File: src/wb_cfg.svh
////////////////////
// fixed RV32 sizes for the back end of the pipeline
// the widths are not meant to change, and nothing here is a module parameter
// WB_IDX_W must stay equal to clog2 of WB_NUM_REGS
////////////////////

`ifndef WB_CFG_SVH
`define WB_CFG_SVH

// data path width
`define WB_XLEN 32

// integer register file
`define WB_NUM_REGS 32
`define WB_IDX_W 5

`endif

File: src/wb_pkg.sv
////////////////////
// types shared by memory stage 2, writeback, register file and forwarder
// alu_result doubles as the load address, so its low bits are the byte offset
// rd_src code 2'b11 is never legal
////////////////////

`include "wb_cfg.svh"

package wb_pkg;

    typedef logic [`WB_XLEN-1:0] word_t;
    typedef logic [`WB_IDX_W-1:0] reg_idx_t;

    typedef enum logic [1:0] {
        RD_SRC_ALU = 2'd0,
        RD_SRC_CSR = 2'd1,
        RD_SRC_MEM = 2'd2
    } rd_src_e;

    typedef enum logic [1:0] {
        LS_BYTE = 2'd0,
        LS_HALF = 2'd1,
        LS_WORD = 2'd2
    } load_size_e;

    // one memory word seen whole, as bytes or as halfwords
    typedef union packed {
        word_t              word;
        logic [3:0][7:0]    bytes;
        logic [1:0][15:0]   halves;
    } mem_word_u;

    typedef struct packed {
        reg_idx_t   rd_idx;
        logic       rd_we;
        rd_src_e    rd_src;
        word_t      alu_result;
        word_t      csr_old_val;
        load_size_e load_size;
        logic       load_unsigned;
        logic       sim_exit_req;
    } m1_to_m2_s;

    typedef struct packed {
        reg_idx_t   rd_idx;
        logic       rd_we;
        rd_src_e    rd_src;
        word_t      alu_result;
        word_t      csr_old_val;
        word_t      mem_rdata;
        logic       sim_exit_req;
    } m2_to_w_s;

    // register file write port
    typedef struct packed {
        logic       we;
        reg_idx_t   idx;
        word_t      val;
    } rf_write_s;

    // one in-flight producer as the forwarder sees it
    typedef struct packed {
        logic       produces_rd;
        logic       val_avail;
        reg_idx_t   idx;
        word_t      val;
    } fwd_src_s;

    // destination value of an item, picked by rd_src
    function automatic word_t rd_value(m2_to_w_s item);
        unique case (item.rd_src)
            RD_SRC_ALU: return item.alu_result;
            RD_SRC_CSR: return item.csr_old_val;
            RD_SRC_MEM: return item.mem_rdata;
            default:    return 32'hdead_beef;
        endcase
    endfunction

endpackage

File: src/load_align.sv
////////////////////
// memory stage 2: holds the item and the raw read word for one cycle
// the raw word must arrive in the same cycle as m1_valid
// misaligned loads are not trapped; the assertion flags them instead
////////////////////

module load_align import wb_pkg::*; (
    input  logic        clk,
    input  logic        rst_n,
    input  logic        stall,
    input  logic        m1_valid,
    input  m1_to_m2_s   m1,
    input  word_t       mem_rdata,
    output logic        m2_valid,
    output m2_to_w_s    m2,
    output fwd_src_s    m2_fwd
);

    logic        valid_q;
    m1_to_m2_s   item_q;
    mem_word_u   raw_q;

    logic [1:0]  offset;
    logic [7:0]  ld_byte;
    logic [15:0] ld_half;
    logic        is_load;
    word_t       aligned;

    always_ff @(posedge clk) begin
        if (!rst_n) begin
            valid_q <= 1'b0;
        end else if (!stall) begin
            valid_q <= m1_valid;
        end
    end

    always_ff @(posedge clk) begin
        if (!stall) begin
            item_q <= m1;
            raw_q  <= mem_rdata;
        end
    end

    assign offset  = item_q.alu_result[1:0];
    assign ld_byte = raw_q.bytes[offset];
    assign ld_half = raw_q.halves[offset[1]];
    assign is_load = (item_q.rd_src == RD_SRC_MEM);

    // extend by zero for lbu/lhu, by the top bit otherwise
    always_comb begin
        unique case (item_q.load_size)
            LS_BYTE: aligned = {{24{ld_byte[7] & ~item_q.load_unsigned}}, ld_byte};
            LS_HALF: aligned = {{16{ld_half[15] & ~item_q.load_unsigned}}, ld_half};
            default: aligned = raw_q.word;
        endcase
    end

    always_comb begin
        m2.rd_idx       = item_q.rd_idx;
        m2.rd_we        = item_q.rd_we;
        m2.rd_src       = item_q.rd_src;
        m2.alu_result   = item_q.alu_result;
        m2.csr_old_val  = item_q.csr_old_val;
        m2.mem_rdata    = aligned;
        m2.sim_exit_req = item_q.sim_exit_req;
    end

    assign m2_valid = valid_q;

    // load data is ready here already, so the value is always available
    assign m2_fwd.produces_rd = valid_q && item_q.rd_we;
    assign m2_fwd.val_avail   = 1'b1;
    assign m2_fwd.idx         = item_q.rd_idx;
    assign m2_fwd.val         = rd_value(m2);

    // upstream must never hand over a misaligned load
    a_load_aligned: assert property (@(posedge clk) disable iff (!rst_n)
        valid_q && is_load |->
            !(item_q.load_size == LS_HALF && offset[0]) &&
            !(item_q.load_size == LS_WORD && offset != 2'b00));

endmodule

File: src/writeback_stage.sv
////////////////////
// writeback: last pipeline register and the register file write port
// always ready as there is no write-miss path
// flush and stall gate the strobe in the current cycle only
// the forwarding view ignores flush
////////////////////

module writeback_stage import wb_pkg::*; (
    input  logic        clk,
    input  logic        rst_n,
    input  logic        stall,
    input  logic        flush,
    input  logic        m2_valid,
    input  m2_to_w_s    m2,
    output rf_write_s   rf_wr,
    output fwd_src_s    w_fwd,
    output logic        exit_req
);

    logic      valid_q;
    m2_to_w_s  item_q;

    word_t     rd_val;
    logic      commit;

    always_ff @(posedge clk) begin
        if (!rst_n) begin
            valid_q <= 1'b0;
        end else if (!stall) begin
            valid_q <= m2_valid;
        end
    end

    always_ff @(posedge clk) begin
        if (!stall) begin
            item_q <= m2;
        end
    end

    // destination value by source
    assign rd_val = rd_value(item_q);

    // item retires this cycle
    assign commit = valid_q && !flush && !stall;

    always_comb begin
        rf_wr.we  = commit && item_q.rd_we;
        rf_wr.idx = item_q.rd_idx;
        rf_wr.val = rd_val;
    end

    // only flush drops the exit request of a held item
    assign exit_req = valid_q && item_q.sim_exit_req && !flush;

    always_comb begin
        w_fwd.produces_rd = valid_q && item_q.rd_we;
        w_fwd.val_avail   = 1'b1;
        w_fwd.idx         = item_q.rd_idx;
        w_fwd.val         = rd_val;
    end

    // the 4th rd_src code must never reach writeback
    a_rd_src_legal: assert property (@(posedge clk) disable iff (!rst_n)
        valid_q |-> item_q.rd_src inside {RD_SRC_ALU, RD_SRC_CSR, RD_SRC_MEM});

endmodule

File: src/reg_file.sv
////////////////////
// integer register file, one write port, two read ports
// reads are combinational, so a write shows up after the edge
// x0 is never written and reads zero
////////////////////

`include "wb_cfg.svh"

module reg_file import wb_pkg::*; (
    input  logic        clk,
    input  logic        rst_n,
    input  rf_write_s   rf_wr,
    input  reg_idx_t    rs1_idx,
    input  reg_idx_t    rs2_idx,
    output word_t       rf_rs1,
    output word_t       rf_rs2
);

    word_t regs [`WB_NUM_REGS];

    always_ff @(posedge clk) begin
        if (!rst_n) begin
            for (int i = 0; i < `WB_NUM_REGS; i++) begin
                regs[i] <= '0;
            end
        end else if (rf_wr.we && rf_wr.idx != '0) begin
            regs[rf_wr.idx] <= rf_wr.val;
        end
    end

    // entry 0 stays at its reset value
    assign rf_rs1 = regs[rs1_idx];
    assign rf_rs2 = regs[rs2_idx];

    a_wr_idx_known: assert property (@(posedge clk) disable iff (!rst_n)
        rf_wr.we |-> !$isunknown(rf_wr.idx));

endmodule

File: src/operand_forwarder.sv
////////////////////
// bypass for the two decode read ports, purely combinational
// youngest producer wins: memory stage 2, then writeback, then the register file
// val_avail is carried for a later stall path but does not change the choice
////////////////////

module operand_forwarder import wb_pkg::*; (
    input  reg_idx_t    rs1_idx,
    input  reg_idx_t    rs2_idx,
    input  fwd_src_s    m2_fwd,
    input  fwd_src_s    w_fwd,
    input  word_t       rf_rs1,
    input  word_t       rf_rs2,
    output word_t       rs1_val,
    output word_t       rs2_val
);

    // one read port against both producers
    function automatic word_t pick(
        reg_idx_t idx,
        fwd_src_s m2_src,
        fwd_src_s w_src,
        word_t    rf_val
    );
        logic m2_hit;
        logic w_hit;

        m2_hit = m2_src.produces_rd && (m2_src.idx == idx);
        w_hit  = w_src.produces_rd && (w_src.idx == idx);

        if (idx == '0) begin
            return '0;
        end else if (m2_hit) begin
            return m2_src.val;
        end else if (w_hit) begin
            return w_src.val;
        end
        return rf_val;
    endfunction

    // x0 writes can still be in flight, hence the index check first
    always_comb begin
        rs1_val = pick(rs1_idx, m2_fwd, w_fwd, rf_rs1);
        rs2_val = pick(rs2_idx, m2_fwd, w_fwd, rf_rs2);
    end

endmodule

File: src/wb_subsystem_top.sv
////////////////////
// back end of the five-stage pipeline, memory stage 2 onward
// m1 item and data memory word arrive together with m1_valid
// stall holds every stage; flush only masks the writeback strobe and exit
// an issued item is written two edges after it is sampled
////////////////////

module wb_subsystem_top import wb_pkg::*; (
    input  logic        clk,
    input  logic        rst_n,
    input  logic        stall,
    input  logic        flush,
    input  logic        m1_valid,
    input  m1_to_m2_s   m1,
    input  word_t       mem_rdata,
    input  reg_idx_t    rs1_idx,
    input  reg_idx_t    rs2_idx,
    output word_t       rs1_val,
    output word_t       rs2_val,
    output rf_write_s   rf_wr,
    output logic        exit_req
);

    logic       m2_valid;
    m2_to_w_s   m2;
    fwd_src_s   m2_fwd;
    fwd_src_s   w_fwd;
    word_t      rf_rs1;
    word_t      rf_rs2;

    load_align load_align_inst (
        .clk       (clk),
        .rst_n     (rst_n),
        .stall     (stall),
        .m1_valid  (m1_valid),
        .m1        (m1),
        .mem_rdata (mem_rdata),
        .m2_valid  (m2_valid),
        .m2        (m2),
        .m2_fwd    (m2_fwd)
    );

    writeback_stage writeback_stage_inst (
        .clk       (clk),
        .rst_n     (rst_n),
        .stall     (stall),
        .flush     (flush),
        .m2_valid  (m2_valid),
        .m2        (m2),
        .rf_wr     (rf_wr),
        .w_fwd     (w_fwd),
        .exit_req  (exit_req)
    );

    reg_file reg_file_inst (
        .clk       (clk),
        .rst_n     (rst_n),
        .rf_wr     (rf_wr),
        .rs1_idx   (rs1_idx),
        .rs2_idx   (rs2_idx),
        .rf_rs1    (rf_rs1),
        .rf_rs2    (rf_rs2)
    );

    operand_forwarder operand_forwarder_inst (
        .rs1_idx   (rs1_idx),
        .rs2_idx   (rs2_idx),
        .m2_fwd    (m2_fwd),
        .w_fwd     (w_fwd),
        .rf_rs1    (rf_rs1),
        .rf_rs2    (rf_rs2),
        .rs1_val   (rs1_val),
        .rs2_val   (rs2_val)
    );

endmodule

File: config.mk
export PLATFORM = sky130hd
export DESIGN_NAME = wb_subsystem_top
export DESIGN_NICKNAME = d
export VERILOG_FILES = /design/src/wb_pkg.sv /design/src/load_align.sv /design/src/writeback_stage.sv /design/src/reg_file.sv /design/src/operand_forwarder.sv /design/src/wb_subsystem_top.sv
export VERILOG_INCLUDE_DIRS = /design/src /design/src/src
export SDC_FILE = /design/constraint.sdc
export NUM_CORES = 2
export LEC_CHECK = 0
export ABC_CLOCK_PERIOD_IN_PS = 12200
export BUFFER_PORTS_ARGS = -buffer_cell sky130_fd_sc_hd__buf_2
export CORE_MARGIN = 2
export CORE_UTILIZATION = 55
export CTS_CLUSTER_SIZE = 24
export DETAILED_ROUTE_END_ITERATION = 10
export PLACE_DENSITY = 0.72
export SKIP_CTS_REPAIR_TIMING = 1
export SLEW_MARGIN = 20
export SYNTH_ARGS = -nofsm -noshare
export SYNTH_HDL_FRONTEND = slang
export SYNTH_SLANG_ARGS = --single-unit
export TNS_END_PERCENT = 5
File: constraint.sdc
create_clock -name clk -period 12.2 [get_ports clk]
set_input_delay 0 -clock clk [delete_from_list [all_inputs] [get_ports clk]]
set_output_delay 0 -clock clk [all_outputs]
set_load 0.02 [all_outputs]
==> impl_metrics.ini <==
[yosys]
async_reset_ff_frac = 0
yosys-top-cells-count = edfxtp_1 (1237), nor2_1 (1054), mux4_2 (479)
synth_top_area_cell = edfxtp_1
ys_types = 77
ys_top_cells_by_area = edfxtp_1 (59%), mux4_2 (17%), nor2_1 (6.3%)
syn_area_um2 = 63100
netlist_instances = 4525
ys_seq_elements = 1239
yosysMostFrequentCell = edfxtp_1
syn_avg_cell_area_um2 = 13.9
synth_top_area_share = 0.589
yosys_warnings = 0
ys.flop_type = edfxtp_1
seq_area_frac_synth = 0.590
synth_enable_flop_cells = 1237

[worst_hold_path]
whs_path_depth = 2
hold_start = m1[3]
worstHoldPathType = input port to register
min_to = load_align_inst.item_q[3]

[critical_path]
end_kind = output pin
cp_data_required_time_ns = 12.20
cp_max_fo = 26
crit_type = register to output pin
critPathArrivalTime_ns = 5.07
worstRegToRegCells = 8
r2r_start = writeback_stage_inst.valid_q
r2r_end = reg_file_inst.regs[4][1]
ff2ff_setup_slack_ns = 8.60
start_kind = register

[power_and_ir_drop]
power_mw = 10.4
power.share.clock = 0.380
switching_share = 0.269
share_comb_of_total_power = 0.142
vdd.ir_drop.worst_mv = 0.158
switchingPower_mw = 2.81
p_per_area_nw_per_um2 = 145
p_int_mw = 7.61
p_seq_frac = 0.478
p_leak_nw = 26.7

[die]
row_count = 124
die_h_um = 343
initial_core_util = 0.553
die_w_um = 343
io_pins = 226
die_area_um2 = 117000
core_um2 = 114000

[clock_network]
tritoncts = yes
cts_buffers = 132
clkSinkCount = 1239
worstSkewPairLatency_ns = 0.77
root_buffer = clkbuf_16
path_clk_slew_ns = 0.07
cts-htree-levels = 4
cts_buffer_depth = 3

[timing]
slew_headroom = 0.135
slew_violations = 0
fin_crit_ns = 5.07
fin_skew_ns = 0.0381
fin_hold_ws_ns = -0.0369
setup_viol = 0
tightest_slew_ns = 1.29
rsz0062_at_grt = false
post-route-period-util = 0.416
max_freq_mhz = 197
setup_ws_ns = 7.13
hold_violations = 13
fin_tns_setup_ns = 0

[cells_and_area]
drive_gt1_frac = 0.251
nNetsFinal = 4931
area.growth.synth_to_final_pct = 13.8
fillers = 8301

[global_routing]
grt_pass1_vias = 44300
grt_max_degree = 127
grt_use_total = 0.387
grt_pass1_wl_mm = 317
grt-ovfl-total = 0
antenna_found_initial = 11

[route]
antenna_left = 0
drt-initial-drc-count = 8576
post_drt_wl_per_cell_um = 36.2
remaining_drc_errors = 0
via_per_inst = 7.23
wirelength_mm = 233
vias = 46500
firstDrtPassIters = 7

[run_status]
status = complete, but fails checks
violations = hold timing

[run]
cap_violations = 0

[placement]
dp_slack_ns = 7.48
io_buffers = 225
routabilityCongestion = 1.04
dp_hpwl_mm = 140
==> how the worst max path moves through the flow <==
| stage | cells past startpoint | to | from | slack (ns) |
|---|---|---|---|---|
| finish | 7 | rs1_val[12] | load_align_inst.m2[66] | 7.13 |
| floorplan | 1 | load_align_inst.item_q[1] | stall | 7.53 |
| detailed placement | 11 | rs1_val[31] | rs1_idx[2] | 7.48 |
| global placement | 11 | rs1_val[31] | rs1_idx[2] | 7.45 |
| global route | 7 | rs1_val[12] | load_align_inst.m2[66] | 7.22 |
| CTS | 7 | rs2_val[13] | load_align_inst.m2[66] | 7.47 |
==> metrics by stage <==
stage	cells	utilization	area, um^2	hold WS, ns
6_report	6426	0.629	71800	-0.0369
2_1_floorplan	4556	-	63200	0.0975
3_3_place_gp	5996	0.576	65600	0.177
4_1_cts	6229	0.612	69800	-0.607
3_5_place_dp	5996	0.576	65600	0.178
5_1_grt	6420	0.629	71800	-0.0214
==> critical path: stages, from the launching register on <==
cell      delay [ns]
edfxtp_1        0.96
mux4_2          0.43
nor3b_1         0.66
nor3_1          0.26
a21oi_1         0.94
o21ai_0         0.22
a21oi_1         0.55
buf_2           0.28
==> power groups by stage <==
stage	registers [mW]	logic, mW	clock network (mW)
detailed placement	5.06	1.35	0
finish	4.98	1.48	3.96
CTS	4.97	1.35	3.95
global placement	5.05	1.34	0
global route	4.99	1.49	4.11
floorplan	5.01	0.825	0
==> sequential cells by signal, summed over array words and instances (netlist names) <==
signal / cells
load_align_inst.raw_q: 32
writeback_stage_inst.valid_q: 1
load_align_inst.m2_valid: 1
load_align_inst.item_q: 3
reg_file_inst.regs: 1024
load_align_inst.m2: 73
writeback_stage_inst.rf_wr: 5
writeback_stage_inst.item_q: 100
==> area by class of cell <==
cell class	instances	area (um^2)	area share
clock buffer	163	3560	0.0496
inverter	56	220	0.00307
antenna	7	17.5	0.000244
sequential	1239	37200	0.518
multi-input combinational	2799	24000	0.334
tap	1512	1890	0.0264
clock inverter	70	611	0.00851
timing repair buffer	580	4310	0.0601
==> metal layers <==
layer	up-vias	track usage	wire length, um
met2	4661	0.548	99500
li1	17900	-	-
met1	22900	0.505	74900
met3	1033	0.146	40200
met5	-	0.00761	441
met4	18	0.247	17800
==> cells in the final DEF, fill, tap and decap left out, types with 22 or more instances in the layout <==
master and instances:
buf_4 168, inv_1 50, nand3_1 34, clkbuf_16 138, clkinv_1 27, a22oi_1 47
a211oi_1 47, o22ai_1 47, mux2i_1 162, clkinv_2 22, nand2_2 47, mux2_2 70
a221oi_1 38, nor2_1 1054, nand2_1 170, buf_2 218, clkbuf_1 24, nor3_1 36
conb_1 32, mux4_2 479, a21oi_1 98, o21ai_0 54, nor2b_1 42, nand2b_1 36
and2_1 28, dlygate4sd3_1 190, edfxtp_1 1237
==> cells by family after synthesis <==
logic type | share of synthesized area
and+or+nand+nor | 0.102
AOI/OAI and AO/OA | 0.0541
DFF | 0.590
other | 0.0000595
muxes | 0.212
xor gates and xnor gates | 0.00278
buffers and inverters | 0.0396
Note: power is estimated with default switching activity, not from simulation.
